File: src/rtl/conv_defines.svh
`ifndef CONV_DEFINES_SVH
`define CONV_DEFINES_SVH

// image geometry, only the row length is adjustable
`define IMG_WIDTH 30

// datapath widths
`define PIX_W  16
`define COEF_W 16
`define ACC_W  40

// kernel is always 5x5
`define KTAPS 25

// row and column counters in the line buffer
`define ROW_W 10

`endif
File: src/rtl/conv_data_pkg.sv
`default_nettype none

`include "conv_defines.svh"

package conv_data_pkg;

	typedef logic signed [`PIX_W-1:0]  pixel_t;
	typedef logic signed [`COEF_W-1:0] coef_t;
	typedef logic signed [`ACC_W-1:0]  acc_t;

	// pixel form of the 31-bit payload
	typedef struct packed {
		logic                      frame_start;
		logic [30-`PIX_W-1:0]      spare;
		pixel_t                    pixel;
	} pix_word_t;

	// weight form of the same payload, tap index is 5*row + col
	typedef struct packed {
		logic [31-5-`COEF_W-1:0]   spare;
		logic [4:0]                idx;
		coef_t                     coef;
	} wgt_word_t;

	typedef union packed {
		pix_word_t pix;
		wgt_word_t wgt;
	} in_payload_u;

	// kind 0 is a pixel and kind 1 a weight entry
	typedef struct packed {
		logic        kind;
		in_payload_u payload;
	} in_word_t;

endpackage

`default_nettype wire

File: src/rtl/window_if.sv
`timescale 1ns/1ps
`default_nettype none

`include "conv_defines.svh"

interface window_if
	import conv_data_pkg::*;
();

	pixel_t           taps [`KTAPS];
	logic             win_valid;
	// position of the newest pixel in the window
	logic [`ROW_W-1:0] pix_row;
	logic [`ROW_W-1:0] pix_col;

	modport producer (
		output taps, win_valid, pix_row, pix_col
	);

	modport consumer (
		input taps, win_valid
	);

endinterface

`default_nettype wire

File: src/rtl/line_buffer_5x5.sv
`timescale 1ns/1ps
`default_nettype none

`include "conv_defines.svh"

module line_buffer_5x5
	import conv_data_pkg::*;
(
	input  wire logic  clk,
	input  wire logic  reset,
	input  wire logic  shift_en,
	input  pixel_t     shift_pix,
	input  wire logic  frame_start,
	window_if.producer win
);

	localparam int DEPTH = 4 * `IMG_WIDTH + 5;

	pixel_t            stages [DEPTH];
	logic [`ROW_W-1:0] nxt_row;
	logic [`ROW_W-1:0] nxt_col;
	logic [`ROW_W-1:0] cur_row;
	logic [`ROW_W-1:0] cur_col;

	// stage 0 holds the newest pixel
	always_ff @(posedge clk or posedge reset)
	begin
		if (reset)
		begin
			for (int s = 0; s < DEPTH; s++)
			begin
				stages[s] <= '0;
			end
		end
		else if (shift_en)
		begin
			stages[0] <= shift_pix;
			for (int s = 1; s < DEPTH; s++)
			begin
				stages[s] <= stages[s-1];
			end
		end
	end

	// kernel row 0 is the oldest row, column 0 the leftmost pixel
	for (genvar i = 0; i < 5; i++)
	begin : g_row
		for (genvar j = 0; j < 5; j++)
		begin : g_col
			assign win.taps[5*i+j] = stages[(4-i)*`IMG_WIDTH + (4-j)];
		end
	end

	// ========================================================================
	// position of the incoming pixel and window-valid detection
	// ========================================================================

	assign cur_row = frame_start ? '0 : nxt_row;
	assign cur_col = frame_start ? '0 : nxt_col;

	always_ff @(posedge clk or posedge reset)
	begin
		if (reset)
		begin
			nxt_row       <= '0;
			nxt_col       <= '0;
			win.pix_row   <= '0;
			win.pix_col   <= '0;
			win.win_valid <= 1'b0;
		end
		else
		begin
			win.win_valid <= shift_en && (cur_row >= 4) && (cur_col >= 4);
			if (shift_en)
			begin
				win.pix_row <= cur_row;
				win.pix_col <= cur_col;
				if (cur_col == `IMG_WIDTH - 1)
				begin
					nxt_col <= '0;
					// saturate so a very long stream keeps producing windows
					nxt_row <= (cur_row == '1) ? cur_row : cur_row + 1'b1;
				end
				else
				begin
					nxt_col <= cur_col + 1'b1;
					nxt_row <= cur_row;
				end
			end
		end
	end

endmodule

`default_nettype wire

File: src/flat_wrapper.sv
// flat-port wrapper written by rule: the top's interface ports become plain ports
module line_buffer_5x5_flat import conv_data_pkg::*;
  (clk, reset, shift_en, shift_pix, frame_start, win_taps, win_win_valid, win_pix_row, win_pix_col);
  window_if win_i ();
  input  wire logic clk;
  input  wire logic reset;
  input  wire logic shift_en;
  input  pixel_t shift_pix;
  input  wire logic frame_start;
  output wire logic [$bits(win_i.taps)-1:0] win_taps;
  output wire logic [$bits(win_i.win_valid)-1:0] win_win_valid;
  output wire logic [$bits(win_i.pix_row)-1:0] win_pix_row;
  output wire logic [$bits(win_i.pix_col)-1:0] win_pix_col;
  assign win_taps = {>>{win_i.taps}};
  assign win_win_valid = win_i.win_valid;
  assign win_pix_row = win_i.pix_row;
  assign win_pix_col = win_i.pix_col;
  line_buffer_5x5 u_core (.clk(clk), .reset(reset), .shift_en(shift_en), .shift_pix(shift_pix), .frame_start(frame_start), .win(win_i));
endmodule
File: config.mk
export PLATFORM = sky130hd
export DESIGN_NAME = line_buffer_5x5_flat
export DESIGN_NICKNAME = d
export VERILOG_FILES = /design/src/rtl/conv_data_pkg.sv /design/src/rtl/window_if.sv /design/src/rtl/line_buffer_5x5.sv /design/src/flat_wrapper.sv
export VERILOG_INCLUDE_DIRS = /design/src /design/src/rtl
export SDC_FILE = /design/constraint.sdc
export NUM_CORES = 2
export LEC_CHECK = 0
export ABC_AREA = 1
export BUFFER_PORTS_ARGS = -buffer_cell sky130_fd_sc_hd__buf_2
export CAP_MARGIN = 20
export CELL_PAD_IN_SITES_DETAIL_PLACEMENT = 0
export CELL_PAD_IN_SITES_GLOBAL_PLACEMENT = 1
export CORE_MARGIN = 10
export CORE_UTILIZATION = 50
export CTS_CLUSTER_DIAMETER = 80
export DETAILED_ROUTE_END_ITERATION = 8
export HOLD_SLACK_MARGIN = 0.03
export PLACE_DENSITY = 0.83
export SETUP_SLACK_MARGIN = 0.5
export SLEW_MARGIN = 20
export SYNTH_ARGS = -nofsm -noshare
export SYNTH_HDL_FRONTEND = slang
export SYNTH_SLANG_ARGS = --single-unit
File: constraint.sdc
create_clock -name clk -period 122.2 [get_ports clk]
set_input_delay 12.22 -clock clk [delete_from_list [all_inputs] [get_ports clk]]
set_output_delay 12.22 -clock clk [all_outputs]
set_load 0.03 [all_outputs]
## After elaboration in Yosys (flattened, before gate mapping)

Index checks and enable logic that the tools add are counted.

- Logic and storage cells: 143
- Input bits: 20
- Bits in registers: 2041
- Output and inout bits: 421

- Equal/unequal tests: 2
- Order comparisons: 2
- Muxes and demuxes: 5
- Reductions and logical operators: 2
- Add/subtract/negate cells: 2

Operator list:

| kind | count |
|---|---|
| two-way mux 10 bit | 5 |
| adder 10 x 1 -> 10 bit (second input constant) | 2 |
| >= comparator 10 x 3 -> 1 bit (second input constant) | 2 |
| == test 10 bit (second input constant) | 1 |
| == test 10 x 5 -> 1 bit (second input constant) | 1 |
| logical AND 1 bit | 2 |

## Logic depth before layout (Yosys ltp)

- Word-level depth: 4
- Depth in mapped cells: 15
- Depth with buffers taken out: 14

## Worst setup path before layout

OpenSTA, ideal clock, no wires.

- Kind: input to register
- Start point: in frame_start
- End point: reg u_core.nxt_row[2]
- Path buffers: 1
- Data arrival time: 13.470 ns
- Required time: 122.079 ns
- Setup time: 0.121 ns
- Slack: 108.609 ns
- Cell stages on the path: 14
- Cell sequence: inv_4 -> buf_12 -> nand2_1 -> inv_1 -> ha_1 -> nand2_1 -> inv_1 -> nand2_2 -> nor2_4 -> nand2_4 -> nand2_4 -> nor2_4 -> nand2_1 -> xor2_1

- Word-level cells in the longest chain between the ends: 4
- Elaborated cells between the ends (all ways): 7
- Classes of those cells: add/sub (1); eq/ne (2); mux (4)

RTL lines:

| element | RTL line | text |
|---|---|---|
| start, declared | flat_wrapper.sv:9 | `input wire logic frame_start;` |
| two-way mux 10 bit * | line_buffer_5x5.sv:58 | `assign cur_row = frame_start ? '0 : nxt_row;` |
| net u_core.cur_row[1] | line_buffer_5x5.sv:22 | `` logic [`ROW_W-1:0] cur_row; `` |
| adder 10 x 1 -> 10 bit or == test 10 bit (tied branches) | line_buffer_5x5.sv:82 | `nxt_row <= (cur_row == '1) ? cur_row : cur_row + 1'b1;` |
| two-way mux 10 bit * | line_buffer_5x5.sv:82 |  |
| two-way mux 10 bit * | line_buffer_5x5.sv:78 | `` if (cur_col == `IMG_WIDTH - 1) `` |
| end signal, assigned | line_buffer_5x5.sv:82 |  |
| end signal, assigned | line_buffer_5x5.sv:87 | `nxt_row <= cur_row;` |
| end, declared | line_buffer_5x5.sv:20 | `` logic [`ROW_W-1:0] nxt_row; `` |

Mark *: on every way through the listed nets, which the timed path passes. The rest lies on a longest branch.
A chain may end at the register's enable or synchronous reset.

==> reports/results.ini <==
[run_status]
outcome=finished clean

[finish]
area_delta_synth_final_pct=8.93
drive_above_1_share=0.0952
ff_latch_area_sq_um=51100
fin_cells=11200
nets=8978
multi_input_area_sq_um=23500
fillCellCount=14500

[global_routing]
grtUsageTotal=0.173
grt_pass1_wl_mm=262
grt_pass1_vias=51700
overflow=0
grt_max_degree=272
antenna_found_initial=4

[critical_path]
crit_start=shift_en
cpPeakStageDelay_ns=0.80
crit_end=u_core.stages[1599]
worst-path-buf-inv=9
slowest_stage=buf_4
r2r_slack_ns=120.32
critPathKind=in2reg
arrival_ns=18.61
cp-start-kind=primary input
path_cells=buf_12 > buf_12 > buf_4 > buf_16 > buf_4 > buf_4 > buf_4 > buf_4 > buf_4 > nand2_1 > nand2_1
crit_family=buffers and inverters
cp.required_ns=122.93
cp_max_fo=218
timing.rr.end=u_core.nxt_row[2]
endpoint_kind=flip-flop
crit_cells=11
cpMostUsedCell=buf_4
reg2regPathDepth=12
r2r-start=u_core.nxt_row[1]

[power_and_ir_drop]
ir_drop_uv=14.9
power.density_nw_per_um2=16.6
leakagePower_uw=0.0511

[clock_network]
tritoncts=done
clkTransAtPathRegs_ns=0.06
cts_hold_buf=0
worstSkewPairLatency_ns=0.83
post_cts_buffers=0
clockBufferDepth=3
numCtsBuffers=208
cts-resized-gates=0
clockRootBuffer=clkbuf_16
cts.sinks=2041
htreeDepth=4

[routing]
drtIter0Drc=4994
vias_per_cell=4.78
vias=53600
drc_errors=0
drtPass1Iterations=5
ant_nets=0
wl_mm=153
wl_per_cell_microns=13.6

[sta]
slew_headroom=0.279
finalWorstSetupSlack_ns=104.32
final.period_utilization=0.146
final-max-slew-violation-count=0
rsz0062_at_grt=false
fmax_mhz=55.9
worst_pin_slew_ns=1.08
fin_setup_tns_ns=0
setup_violations=0
finalClockSkew_ns=0.0382
layout_min_cycle_time_ns=17.88
hold_viol=0

[synth]
synth_commonest_cells=nand2_1 (5,941), dfrtp_1 (2,041), buf_2 (411)
ys_ff_latch=2041
synth_area_sq_um=80100
seq_area_frac_synth=0.638
synth_flop_cell=dfrtp_1
ys_warn_count=0
synth_area_leader_cell=dfrtp_1
synth_edf_count=0
synth_top_area_frac=0.638
async_flop_share=1.00
synth.distinct_cells=31
yosys.cell_count.top_type=nand2_1
synth_fp_nets=9120
syn_area_per_cell_sq_um=8.81
synth.area.top_cells=dfrtp_1 (64%), nand2_1 (28%), buf_4 (3.8%)
synth_cells=9095

[placement]
post-place-ws_ns=103.30
place_inst=10800
gp_congestion=0.786
dp_hpwl_mm=88.6
portBuffers=440

[floorplan]
initial_core_util=0.505
die_width_microns=420
rows=146
num_io_pins=441
core_area_sq_um=159000
die_area_sq_um=177000
die_h_microns=420

[run]
cap_violations=0

[worst_hold_path]
hp-class=reg2reg

worst reg2reg max path: stages, from the launching register on:
cell and delay, ns:
dfrtp_1 0.40, nand2_1 0.22, inv_1 0.07, ha_1 0.20, nand2_1 0.14, inv_1 0.07, nand2_2 0.10, nor2_4 0.05
nand2_4 0.08, nand2_4 0.09, nor2_4 0.12, nand2_1 0.08, xor2_1 0.15
final cells by class:
cell class | instances | area share
Clock inverter | 58 | 0.00718
Timing Repair Buffer | 502 | 0.0334
Multi-Input combinational cell | 6134 | 0.270
Tap cell | 2072 | 0.0297
Clock buffer | 323 | 0.0717
Inverter | 66 | 0.00304
Sequential cell | 2041 | 0.585
Antenna cell | 2 | 0.0000574
routing by layer:
metal | global-route usage | vias up | wire [microns]
met2 | 0.276 | 701 | 72000
met3 | 0.0309 | 228 | 6230
met1 | 0.246 | 26000 | 71500
met5 | 0 | - | 16
li1 | - | 26600 | -
met4 | 0.0468 | 4 | 3070
state kept, by name, summed over array words and instances, names as in the netlist:
register,count
u_core.win.pix_row,10
u_core.win.taps,400
u_core.win.pix_col,10
u_core.nxt_row,10
u_core.win.win_valid,1
u_core.stages,1600
u_core.nxt_col,10
power breakdown:
group	switching, uW	internal [uW]
sequential	20.6	711
clock	259	370
combinational	64.2	22.0
total	344	1100
through the flow:
| step | cell area [sq um] | hold WS [ns] | total power [uW] | utilization |
|---|---|---|---|---|
| 2_1_floorplan | 80100 | 0.442 | 818 | - |
| 3_3_place_gp | 80200 | 0.450 | 829 | 0.505 |
| 3_5_place_dp | 80200 | 0.457 | 832 | 0.505 |
| 4_1_cts | 87100 | 0.455 | 1470 | 0.549 |
| 5_1_grt | 87300 | 0.482 | 1510 | 0.550 |
| 6_report | 87300 | 0.457 | 1450 | 0.550 |
how the worst min path moves through the flow:
stage / cells after the start / start / slack [ns] / to
2_1_floorplan: 2 / u_core.stages[100] / 0.44 / u_core.stages[100]
3_3_place_gp: 2 / u_core.win.taps[384] / 0.45 / u_core.win.taps[384]
3_5_place_dp: 2 / u_core.win.taps[396] / 0.46 / u_core.win.taps[396]
4_1_cts: 2 / u_core.stages[824] / 0.46 / u_core.stages[808]
5_1_grt: 2 / u_core.stages[276] / 0.48 / u_core.stages[276]
6_report: 2 / u_core.stages[751] / 0.46 / u_core.stages[735]
cell families after synthesis:
family | Yosys count | synth area share
AO/OA/AOI/OAI | 101 | 0.00637
AND/OR/NAND/NOR | 6019 | 0.286
flip-flops | 2041 | 0.638
XOR/XNOR | 9 | 0.000984
buffers and inverters | 920 | 0.0686
adder cells (fa/ha/maj) | 5 | 0.000781
layout by cell type (no fill, tap or decap), types with 6 or more instances in the layout:
master,n
nand2_4,7
inv_1,61
buf_2,439
nor2_1,17
clkinv_2,34
xor2_1,6
nor2_4,14
clkbuf_1,58
nand3_1,15
o21ai_0,89
nand2_1,5941
buf_12,10
clkbuf_16,212
buf_4,44
clkbuf_8,53
nand2_2,8
dfrtp_1,2041
bufinv_16,9
No activity file was read; power rests on OpenSTA's default activity.
